**src/rtl/lut_pkg.sv**
```systemverilog
package lut_pkg;

   localparam int GEN_W      = 16;  // Address generator fields
   localparam int BUS_ADDR_W = 32;
   localparam int BUS_DATA_W = 32;  // Also the table word width
   localparam int LEN_W      = 8;

   // Load configuration, held stable while a load is in progress
   typedef struct packed {
      logic [BUS_ADDR_W-1:0] ext_addr;
      logic [GEN_W-1:0]      iter;
      logic [GEN_W-1:0]      per;
      logic [GEN_W-1:0]      incr;
      logic [GEN_W-1:0]      shift;
      logic [LEN_W-1:0]      length;  // Must equal iter * per
      logic                  ping_pong;
   } lut_cfg_t;

   // Unit side of the data bus
   typedef struct packed {
      logic                  valid;  // Unit can take a beat
      logic [BUS_ADDR_W-1:0] addr;
      logic [LEN_W-1:0]      len;
   } bus_req_t;

   // Bus side of the data bus
   typedef struct packed {
      logic                  ready;  // Beat present
      logic [BUS_DATA_W-1:0] rdata;
      logic                  last;
   } bus_rsp_t;

   typedef enum logic {
      LOAD_IDLE,
      LOAD_BUSY
   } load_state_e;

endpackage

```
**src/rtl/lut_addr_gen.sv**
```systemverilog
module lut_addr_gen
   import lut_pkg::*;
#(
   parameter int TABLE_ADDR_W = 8
) (
   input  logic                    clk,
   input  logic                    rst,
   input  logic                    run_i,
   input  lut_cfg_t                cfg_i,
   input  logic                    ready_i,
   output logic                    valid_o,
   output logic [TABLE_ADDR_W-1:0] addr_o,
   output logic                    done_o
);

   logic             busy_q;
   logic             done_q;
   logic [GEN_W-1:0] per_cnt_q;   // Position inside the period
   logic [GEN_W-1:0] iter_cnt_q;  // Completed periods
   logic [GEN_W-1:0] base_q;      // Start of the current period
   logic [GEN_W-1:0] addr_q;
   logic             step;
   logic             per_end;
   logic             iter_end;
   logic             empty_cfg;

   assign step      = busy_q & ready_i;
   assign per_end   = (per_cnt_q == cfg_i.per - GEN_W'(1));
   assign iter_end  = (iter_cnt_q == cfg_i.iter - GEN_W'(1));
   assign empty_cfg = (cfg_i.iter == '0) || (cfg_i.per == '0);

   always_ff @(posedge clk or posedge rst) begin
      if (rst) begin
         busy_q     <= 1'b0;
         done_q     <= 1'b1;
         per_cnt_q  <= '0;
         iter_cnt_q <= '0;
         base_q     <= '0;
         addr_q     <= '0;
      end else if (run_i) begin
         busy_q     <= ~empty_cfg;
         done_q     <= empty_cfg;  // Nothing to generate
         per_cnt_q  <= '0;
         iter_cnt_q <= '0;
         base_q     <= '0;
         addr_q     <= '0;
      end else if (step) begin
         if (per_end) begin
            // Period boundary moves the base by shift
            per_cnt_q  <= '0;
            iter_cnt_q <= iter_cnt_q + GEN_W'(1);
            base_q     <= base_q + cfg_i.shift;
            addr_q     <= base_q + cfg_i.shift;
            if (iter_end) begin
               busy_q <= 1'b0;
               done_q <= 1'b1;
            end
         end else begin
            per_cnt_q <= per_cnt_q + GEN_W'(1);
            addr_q    <= addr_q + cfg_i.incr;
         end
      end
   end

   assign valid_o = busy_q;
   assign addr_o  = addr_q[TABLE_ADDR_W-1:0];
   assign done_o  = done_q;

   // An address is never offered once the sequence has finished
   assert property (@(posedge clk) disable iff (rst) !(valid_o && done_o))
      else $error("lut_addr_gen: valid_o high while done_o");

endmodule

```
**src/rtl/lut_beat_join.sv**
```systemverilog
module lut_beat_join
   import lut_pkg::*;
#(
   parameter int TABLE_ADDR_W = 8
) (
   input  logic                    clk,
   input  logic                    rst,
   input  logic                    first_valid_i,
   input  logic [TABLE_ADDR_W-1:0] first_addr_i,
   output logic                    first_ready_o,
   input  bus_rsp_t                rsp_i,
   output logic                    take_o,
   output logic                    wr_en_o,
   output logic [TABLE_ADDR_W-1:0] wr_addr_o,
   output logic [BUS_DATA_W-1:0]   wr_data_o
);

   logic match;  // Address pending and beat present

   assign match         = first_valid_i & rsp_i.ready;
   assign first_ready_o = match;
   assign take_o        = first_valid_i;  // Bus may hand over a beat only with an address

   always_ff @(posedge clk or posedge rst) begin
      if (rst) begin
         wr_en_o <= 1'b0;
      end else begin
         wr_en_o <= match;  // Result side never stalls
      end
   end

   always_ff @(posedge clk) begin
      if (match) begin
         wr_addr_o <= first_addr_i;
         wr_data_o <= rsp_i.rdata;
      end
   end

   // Exactly one write per transfer, carrying that beat's data
   assert property (@(posedge clk) disable iff (rst)
      match |=> wr_en_o && (wr_data_o == $past(rsp_i.rdata)))
      else $error("lut_beat_join: transfer without matching write");

endmodule

```
**src/rtl/lut_lane_select.sv**
```systemverilog
module lut_lane_select
   import lut_pkg::*;
#(
   parameter int ENTRY_W = 16,
   parameter int DATA_W  = 32,
   localparam int LANES  = BUS_DATA_W / ENTRY_W,
   localparam int SEL_W  = (LANES > 1) ? $clog2(LANES) : 1
) (
   input  logic [SEL_W-1:0]      sel_i,
   input  logic [BUS_DATA_W-1:0] word_i,
   output logic [DATA_W-1:0]     entry_o
);

   logic [ENTRY_W-1:0] lanes [LANES];

   // Lane 0 sits in the low bits of the word
   for (genvar i = 0; i < LANES; i++) begin : g_lane
      assign lanes[i] = word_i[i*ENTRY_W +: ENTRY_W];
   end

   assign entry_o = DATA_W'(lanes[sel_i]);  // Zero-extended

endmodule

```
**src/rtl/lut_reader.sv**
```systemverilog
module lut_reader
   import lut_pkg::*;
#(
   parameter int DATA_W       = 32,
   parameter int ENTRY_W      = 16,
   parameter int TABLE_ADDR_W = 8,
   localparam int LANES       = BUS_DATA_W / ENTRY_W,
   localparam int SEL_W       = (LANES > 1) ? $clog2(LANES) : 1
) (
   input  logic                    clk,
   input  logic                    rst,
   input  logic                    run_i,
   input  logic                    disable_i,
   input  lut_cfg_t                cfg_i,
   input  logic [DATA_W-1:0]       in_i,
   output logic [DATA_W-1:0]       out_o,
   output logic                    done_o,
   output bus_req_t                bus_req_o,
   input  bus_rsp_t                bus_rsp_i,
   output logic [TABLE_ADDR_W-1:0] tbl_rd_addr_o,
   input  logic [BUS_DATA_W-1:0]   tbl_rd_data_i,
   output logic                    tbl_wr_en_o,
   output logic [TABLE_ADDR_W-1:0] tbl_wr_addr_o,
   output logic [BUS_DATA_W-1:0]   tbl_wr_data_o
);

   load_state_e             state_q;
   logic                    start;
   logic                    bank_q;     // Bank being loaded
   logic                    fin_q;      // Last beat taken last cycle
   logic [BUS_ADDR_W-1:0]   burst_addr_q;
   logic [SEL_W-1:0]        sel_0_q;    // Aligned with tbl_rd_addr_o
   logic [SEL_W-1:0]        sel_1_q;    // Aligned with tbl_rd_data_i
   logic [TABLE_ADDR_W-1:0] rd_addr_d;
   logic                    gen_valid;
   logic                    gen_ready;
   logic [TABLE_ADDR_W-1:0] gen_addr;
   logic                    gen_done;
   logic                    take;
   logic                    last_xfer;
   logic [TABLE_ADDR_W-1:0] wr_addr;

   assign start     = run_i & ~disable_i;
   assign last_xfer = take & bus_rsp_i.ready & bus_rsp_i.last;

   // Lookup word address, reads go to the bank not being loaded
   always_comb begin
      rd_addr_d = in_i[SEL_W +: TABLE_ADDR_W];
      if (cfg_i.ping_pong) begin
         rd_addr_d[TABLE_ADDR_W-1] = ~bank_q;
      end
   end

   always_ff @(posedge clk or posedge rst) begin
      if (rst) begin
         tbl_rd_addr_o <= '0;
         sel_0_q       <= '0;
         sel_1_q       <= '0;
      end else begin
         tbl_rd_addr_o <= rd_addr_d;
         sel_0_q       <= in_i[SEL_W-1:0];
         sel_1_q       <= sel_0_q;
      end
   end

   lut_lane_select #(
      .ENTRY_W(ENTRY_W),
      .DATA_W (DATA_W)
   ) u_lane (
      .sel_i  (sel_1_q),
      .word_i (tbl_rd_data_i),
      .entry_o(out_o)
   );

   // Bank swaps on every run in ping-pong mode, disabled runs too
   always_ff @(posedge clk or posedge rst) begin
      if (rst) begin
         bank_q <= 1'b0;
      end else if (run_i) begin
         bank_q <= cfg_i.ping_pong ? ~bank_q : 1'b0;
      end
   end

   always_ff @(posedge clk or posedge rst) begin
      if (rst) begin
         state_q <= LOAD_IDLE;
         fin_q   <= 1'b0;
         done_o  <= 1'b1;
      end else if (start) begin
         state_q <= LOAD_BUSY;
         fin_q   <= 1'b0;
         done_o  <= 1'b0;
      end else begin
         fin_q <= last_xfer;
         if (last_xfer) begin
            state_q <= LOAD_IDLE;
         end
         if (fin_q) begin
            done_o <= 1'b1;  // Final write lands on this edge
         end
      end
   end

   always_ff @(posedge clk) begin
      if (start) begin
         burst_addr_q <= cfg_i.ext_addr;
      end
   end

   always_comb begin
      bus_req_o.valid = take;
      bus_req_o.addr  = burst_addr_q;
      bus_req_o.len   = cfg_i.length;
   end

   lut_addr_gen #(
      .TABLE_ADDR_W(TABLE_ADDR_W)
   ) u_gen (
      .clk    (clk),
      .rst    (rst),
      .run_i  (start),
      .cfg_i  (cfg_i),
      .ready_i(gen_ready),
      .valid_o(gen_valid),
      .addr_o (gen_addr),
      .done_o (gen_done)
   );

   lut_beat_join #(
      .TABLE_ADDR_W(TABLE_ADDR_W)
   ) u_join (
      .clk          (clk),
      .rst          (rst),
      .first_valid_i(gen_valid && (state_q == LOAD_BUSY)),
      .first_addr_i (gen_addr),
      .first_ready_o(gen_ready),
      .rsp_i        (bus_rsp_i),
      .take_o       (take),
      .wr_en_o      (tbl_wr_en_o),
      .wr_addr_o    (wr_addr),
      .wr_data_o    (tbl_wr_data_o)
   );

   // Writes go to the bank being loaded
   always_comb begin
      tbl_wr_addr_o = wr_addr;
      if (cfg_i.ping_pong) begin
         tbl_wr_addr_o[TABLE_ADDR_W-1] = bank_q;
      end
   end

   assert property (@(posedge clk) disable iff (rst) tbl_wr_en_o |-> !done_o)
      else $error("lut_reader: table write while done_o high");

   // Burst length and generator count agree, so both finish together
   assert property (@(posedge clk) disable iff (rst) done_o |-> gen_done)
      else $error("lut_reader: load done before generator finished");

endmodule

```
**config.mk**
```make
export PLATFORM = sky130hd
export DESIGN_NAME = lut_reader
export DESIGN_NICKNAME = d
export VERILOG_FILES = /design/src/rtl/lut_pkg.sv /design/src/rtl/lut_addr_gen.sv /design/src/rtl/lut_beat_join.sv /design/src/rtl/lut_lane_select.sv /design/src/rtl/lut_reader.sv
export SDC_FILE = /design/constraint.sdc
export NUM_CORES = 1
export LEC_CHECK = 0
export CORE_AREA = 2 2 128 130
export CTS_CLUSTER_DIAMETER = 60
export CTS_CLUSTER_SIZE = 20
export DETAILED_ROUTE_END_ITERATION = 6
export DIE_AREA = 0 0 130 132
export DONT_BUFFER_PORTS = 1
export GPL_TIMING_DRIVEN = 0
export SYNTH_ARGS = -nofsm -noshare
export SYNTH_HDL_FRONTEND = slang
export SYNTH_SLANG_ARGS = --single-unit
```
**constraint.sdc**
```tcl
create_clock -name clk -period 2.5 [get_ports clk]
set_clock_uncertainty 0.1 [all_clocks]
set_input_delay 0.125 -clock clk [delete_from_list [all_inputs] [get_ports clk]]
set_output_delay 0.125 -clock clk [all_outputs]
set_load 0.01 [all_outputs]
```
# Word-level counts from Yosys, hierarchy flattened
# Cells that the tools add are included.
# W data, S select, Z words.
# op_classes
n_lt_le_gt_ge	1
n_bitwise	8
add_sub_neg	6
n_mux	27
n_reduce_logical	11
n_eq_ne	2
# op_table
operator	count
$mux W16	15
$add A16 B1 Y16 const B	2
$add A16 B16 Y16	2
$eq A16 B16 Y1	2
$logic_not A16 Y1	2
$sub A16 B1 Y16 const B	2
$mux W1	12
$reduce_bool A2 Y1	5
$and A1 B1 Y1	4
$not A1 Y1	3
$reduce_and A3 Y1	1
$ge A2 B2 Y1 const B	1
$not A1 Y2	1
$reduce_and A2 Y1	1
$logic_and A1 B1 Y1	1
$logic_or A1 B1 Y1	1
# totals
input_bits	207
register_bits	152
output_inout_bits	123

# Longest topological paths before layout
# depth
ltp_word	6
depth_mapped	12
mapped_depth_nobuf	10

# By module
# Synthesis repeated with hierarchy kept, for this count alone.
# hier_totals
cells_unflattened	635
hier_area_um2	7294.5
# by_module_without_submodules
mod	cells_each	seq_area_each_um2	instances	area_each_um2
lut_addr_gen	488	1252.5	1	4204.0
lut_reader	68	1312.5	1	1473.9
lut_beat_join	44	1226.2	1	1243.7
lut_lane_select	35	0.0	1	372.9

# Least setup slack after synthesis
# No wires, ideal clock.
# synth_timing
path_kind	input port to flip-flop
startpoint	input port cfg_i[48] (netlist bit)
endpoint	register u_gen.addr_q[0]
setup_ns	0.204
arrival_ns	2.453
stages	11
path_slack_ns	-0.257
path_buffers	3
path_cell_list	buf_2 or4_4 nor4_2 nor4b_2 xnor2_1 a21boi_1 and4_1 buf_2 buf_2 mux2i_1 a21oi_1
# synth_via
elab_chain_len	5
# synth_lines
item	line_no	text
start: declaration	lut_reader.sv:14	input lut_cfg_t cfg_i,
$sub A16 B1 Y16	lut_addr_gen.sv:28	assign per_end = (per_cnt_q == cfg_i.per - GEN_W'(1));
$eq A16 B16 Y1	lut_addr_gen.sv:28	
$mux W16	lut_addr_gen.sv:48	if (per_end) begin
$mux W16	lut_addr_gen.sv:47	end else if (step) begin
$mux W16	lut_addr_gen.sv:40	end else if (run_i) begin
end signal: assignment	lut_addr_gen.sv:53	addr_q <= base_q + cfg_i.shift;
end signal: assignment	lut_addr_gen.sv:60	addr_q <= addr_q + cfg_i.incr;
end: declaration	lut_addr_gen.sv:21	logic [GEN_W-1:0] addr_q;
# Every way passes these cells. The select of a mux whose other input is x is not followed.
# A chain may end at the register's enable or synchronous reset.

# Final worst setup path
# layout_timing
startpoint	register u_gen.per_cnt_q[4]
endpoint	register u_gen.iter_cnt_q[13]
# layout_via
elab_chain_len	3
# layout_lines
item	line_no	text
start: declaration	lut_addr_gen.sv:18	logic [GEN_W-1:0] per_cnt_q;
start signal: assignment	lut_addr_gen.sv:59	per_cnt_q <= per_cnt_q + GEN_W'(1);
$eq A16 B16 Y1	lut_addr_gen.sv:28	
$reduce_bool A2 Y1 (no source line)	-	
$reduce_and A2 Y1 (no source line)	-	
end signal: assignment	lut_addr_gen.sv:51	iter_cnt_q <= iter_cnt_q + GEN_W'(1);
end: declaration	lut_addr_gen.sv:19	logic [GEN_W-1:0] iter_cnt_q;
# Every way passes these cells.

==> summary.txt <==
Yosys
  – Synth Cell Area: approximately 7000 um^2
  – Unique masters post-synth: 64
  – Most frequent cells after synthesis: 72 x edfxtp_1, 63 x dfrtp_1, 44 x nor2_1, 36 x xnor2_1, 34 x nand2_1
  – Share of the synthesized area in the top cell type: about 30%
  – Cell taking the most area after synthesis: edfxtp_1
  – Area contributors post-synth: edfxtp_1 30%, dfrtp_1 22%, xnor2_1 4.4%
  – FF+latch count, synth: approximately 140
  – Syn avg cell area: roughly 11 um^2
  – EDFF count, synth: ~70
  – Top-count cell post-synth: edfxtp_1
  – Top FF cell, synth: edfxtp_1
  – Post-synth ARST share: a little under half
  – Mapped Cells: ~630
  – Post-synthesis sequential area ratio: a little over half
  – Yosys warns: 0

Setup path
  – Critical path class: reg2reg
  – WP data required: about 2.8 ns
  – Critical Path Source Type: register
  – R2R depth: 8
  – WP data arrival: around 3 ns
  – R2R Setup Slk: -0.30 ns
  – Reg2reg start: u_gen.per_cnt_q[4]$_DFFE_PP0P_
  – Crit Path Max Fanout: 4
  – Reg2reg end: u_gen.iter_cnt_q[13]$_DFFE_PP0P_
  – CP endpoint kind: register

Finish
  – Area growth from synthesis to layout: 33.6%
  – Layout net count: about 1000
  – Antenna cells: 0
  – Layout cell share with drive strength beyond 1: between 20 and 25%
  – Post-route cell area: 9480 um^2

Clock tree
  – Sink Count: around 140
  – Clock latency on the worst-skew pair: around 0.43 ns
  – TritonCTS Buffers: 17
  – Max Buffers Root-to-Sink: 2
  – Reg clk slew, reported paths: ~0.060 ns
  – Max H-tree Level: 4
  – Root buffer cell: clkbuf_16
  – CTS tree: done

Route
  – Drt pass-1 iters: 4
  – Vias/cell: 5.46
  – Initial DRC Count: around 350
  – Post-route DRC: 0
  – Antenna viol nets, final: 0
  – Drt wl/cell: between 15 and 20 um
  – Drt total wl: 19800 um
  – Vias post-DR: approximately 5400

Die
  – Core Region: around 16000 um^2
  – Number of cell rows: 46
  – Die width: around 130 um
  – Die area: 17200 um^2
  – Die Y: about 130 um
  – Initial Utilization: between 40% and 50%
  – Io pins: 330

Hold path
  – WHS Path Cells: 4
  – Hold Path Class: in2reg
  – Min-Delay Endpoint: u_gen.valid_o$_DFFE_PP0P_
  – HP Start: cfg_i[69]

Timing
  – Setup TNS: -5.63 ns
  – Relative slew slack: approximately a third
  – Hold slack: about 0.014 ns
  – Worst-margin pin slew: 1.02 ns
  – Hold Fails Final Rpt: 0
  – Achievable frequency: 0.357 GHz
  – Final Cycle Share: 112%
  – Setup ws final: -0.298 ns
  – Final Max Tran Viols: 0
  – Final setup fails: 38
  – Min Tclk post-route: 2.80 ns
  – RSZ-0062 raised after global routing: true

Placed design
  – Post-DP HPWL: 13900 um
  – Port Buffer Count: 0
  – DP Area: ~7500 um^2
  – RePlAce Congestion: 0.833

Global route
  – Total GRT Usage: a little under a quarter
  – Via count of the first global-routing pass: 5452
  – First-pass GRT wire length: 29600 um
  – Global route overflow: 0
  – Largest net degree at the start of global routing: 65
  – Antenna violations before repair: 0

Pwr
  – Net Sw Power: around 0.0017 W
  – Maximum vdd drop: 516 uV
  – Clock power frac: roughly 41%
  – Combinational fraction of design power: ~15%
  – Leak Pwr: 3.68 nW
  – Overall power: 0.00631 W
  – Power Density: approximately 670 nW/um^2
  – Internal Power: 0.00457 W
  – Part of the power in registers: 44.2%
  – Switching share of power: between 20% and 30%

Job
  – Maxcap violations: 0

Run status
  – Status: complete, but fails checks
  – Violated checks: negative setup slack
-- layer usage --
metal	up-vias	GRT usage, %	share of wire, %
met4	0	8.42	2.5
met1	2626	25.8	38
met3	36	5.97	6.5
met2	229	40.6	53
li1	2534	-	-
met5	-	0	0
-- critical path: stages (launching register included) --
cell,delay [ns]
dfrtp_1,0.41
xnor2_2,0.16
or4_4,0.53
a2111oi_4,0.31
and4_1,0.23
nand4_1,0.24
buf_4,0.23
a2111o_1,0.39
a21oi_1,0.12
-- how the worst max path moves through the flow --
| stage | start | endpoint | slack (ns) | cells past startpoint |
|---|---|---|---|---|
| after floorplan | cfg_i[45] | u_gen.iter_cnt_q[3]$_DFFE_PP0P_ | -0.06 | 10 |
| after global placement | u_gen.per_cnt_q[2]$_DFFE_PP0P_ | u_gen.per_cnt_q[15]$_DFFE_PP0P_ | -0.73 | 9 |
| after detailed placement | u_gen.per_cnt_q[2]$_DFFE_PP0P_ | u_gen.per_cnt_q[3]$_DFFE_PP0P_ | -0.65 | 9 |
| after CTS | u_gen.per_cnt_q[4]$_DFFE_PP0P_ | u_gen.iter_cnt_q[13]$_DFFE_PP0P_ | -0.25 | 8 |
| after global routing | u_gen.per_cnt_q[4]$_DFFE_PP0P_ | u_gen.iter_cnt_q[13]$_DFFE_PP0P_ | -0.38 | 8 |
| final | u_gen.per_cnt_q[4]$_DFFE_PP0P_ | u_gen.iter_cnt_q[13]$_DFFE_PP0P_ | -0.30 | 8 |
-- logic make-up after synthesis --
group	count (synthesis)	synth area share, %
XOR/XNOR	64	7.90
AO/OA/AOI/OAI	103	9.82
multiplexers	27	4.14
other	1	0.0529
flip-flops	136	53.1
AND/OR/NAND/NOR	205	15.7
buffers and inverters	70	5.61
adder cells (fa/ha/maj)	20	3.74
-- registers in the layout (all words and copies together) (netlist names), 8 cells and up --
register,count
u_gen.iter_cnt_q,16
tbl_rd_addr_o,8
u_gen.per_cnt_q,16
u_join.wr_addr_o,8
u_gen.base_q,8
burst_addr_q,32
u_join.wr_data_o,32
u_gen.addr_q,8
-- what timing repair did --
action / 4_1_cts / 5_1_grt
resized for setup: 40 / 53
pin swaps: 37 / 21
hold endpoints to repair: 147 / 0
gates cloned: 4 / 0
setup endpoints to repair: 49 / 48
hold buffers: 90 / 0
buffers inserted: 9 / 6
-- cell type report --
class | count | area, um^2
Sequential cell | 136 | 3770
Multi-Input combinational cell | 435 | 3300
Buffer | 50 | 385
Clock buffer | 17 | 425
Fill cell | 1286 | 6230
Tap cell | 216 | 270
Clock inverter | 15 | 178
Timing Repair Buffer | 108 | 1080
Inverter | 17 | 66.3
-- placed cells by master, fill, tap and decap left out, types with 5 or more instances in the layout --
master         synthesis  layout
nand4_1               11      11
a22o_1                10      10
dfrtp_2                0       7
clkbuf_16              0      17
o21ai_0               25      16
inv_6                  0       8
nand2b_1               5       5
or4_1                 12       9
nand2_1               34      33
conb_1                 1      16
nand3_1               24      22
and2_1                 8       7
xor2_1                28      24
or3_1                 12      10
dlygate4sd3_1          0      90
inv_1                 17      16
nor2_1                44      32
and3_1                 9       9
a21oi_2                0       6
o21ai_1                0       9
nor2b_1                7       7
buf_4                 32      42
xnor2_1               36      33
mux2i_1                8       8
clkbuf_1              14       6
edfxtp_1              72      72
dfrtp_1               63      56
nor2_2                 0       8
ha_1                  18      18
a21oi_1               27      21
mux2_2                19      18
nor3_1                13      13
buf_6                  1      11
-- through the flow --
stage,worst slack (ns),std cells,utilization [%]
3_3_place_gp,-0.730,857,47.7
2_1_floorplan,-0.0613,641,-
3_5_place_dp,-0.647,857,47.8
4_1_cts,-0.246,990,59.0
6_report,-0.298,994,60.3
5_1_grt,-0.384,994,60.3
-- power groups by stage --
stage | sequential, W | combinational (W) | clock, W
finish | 0.00279 | 0.000947 | 0.00257
global route | 0.00281 | 0.00105 | 0.00271
CTS | 0.00279 | 0.000931 | 0.00261
detailed placement | 0.00282 | 0.000790 | 0
global placement | 0.00282 | 0.000772 | 0
floorplan | 0.00276 | 0.000657 | 0
No activity file was read; power rests on OpenSTA's default activity.
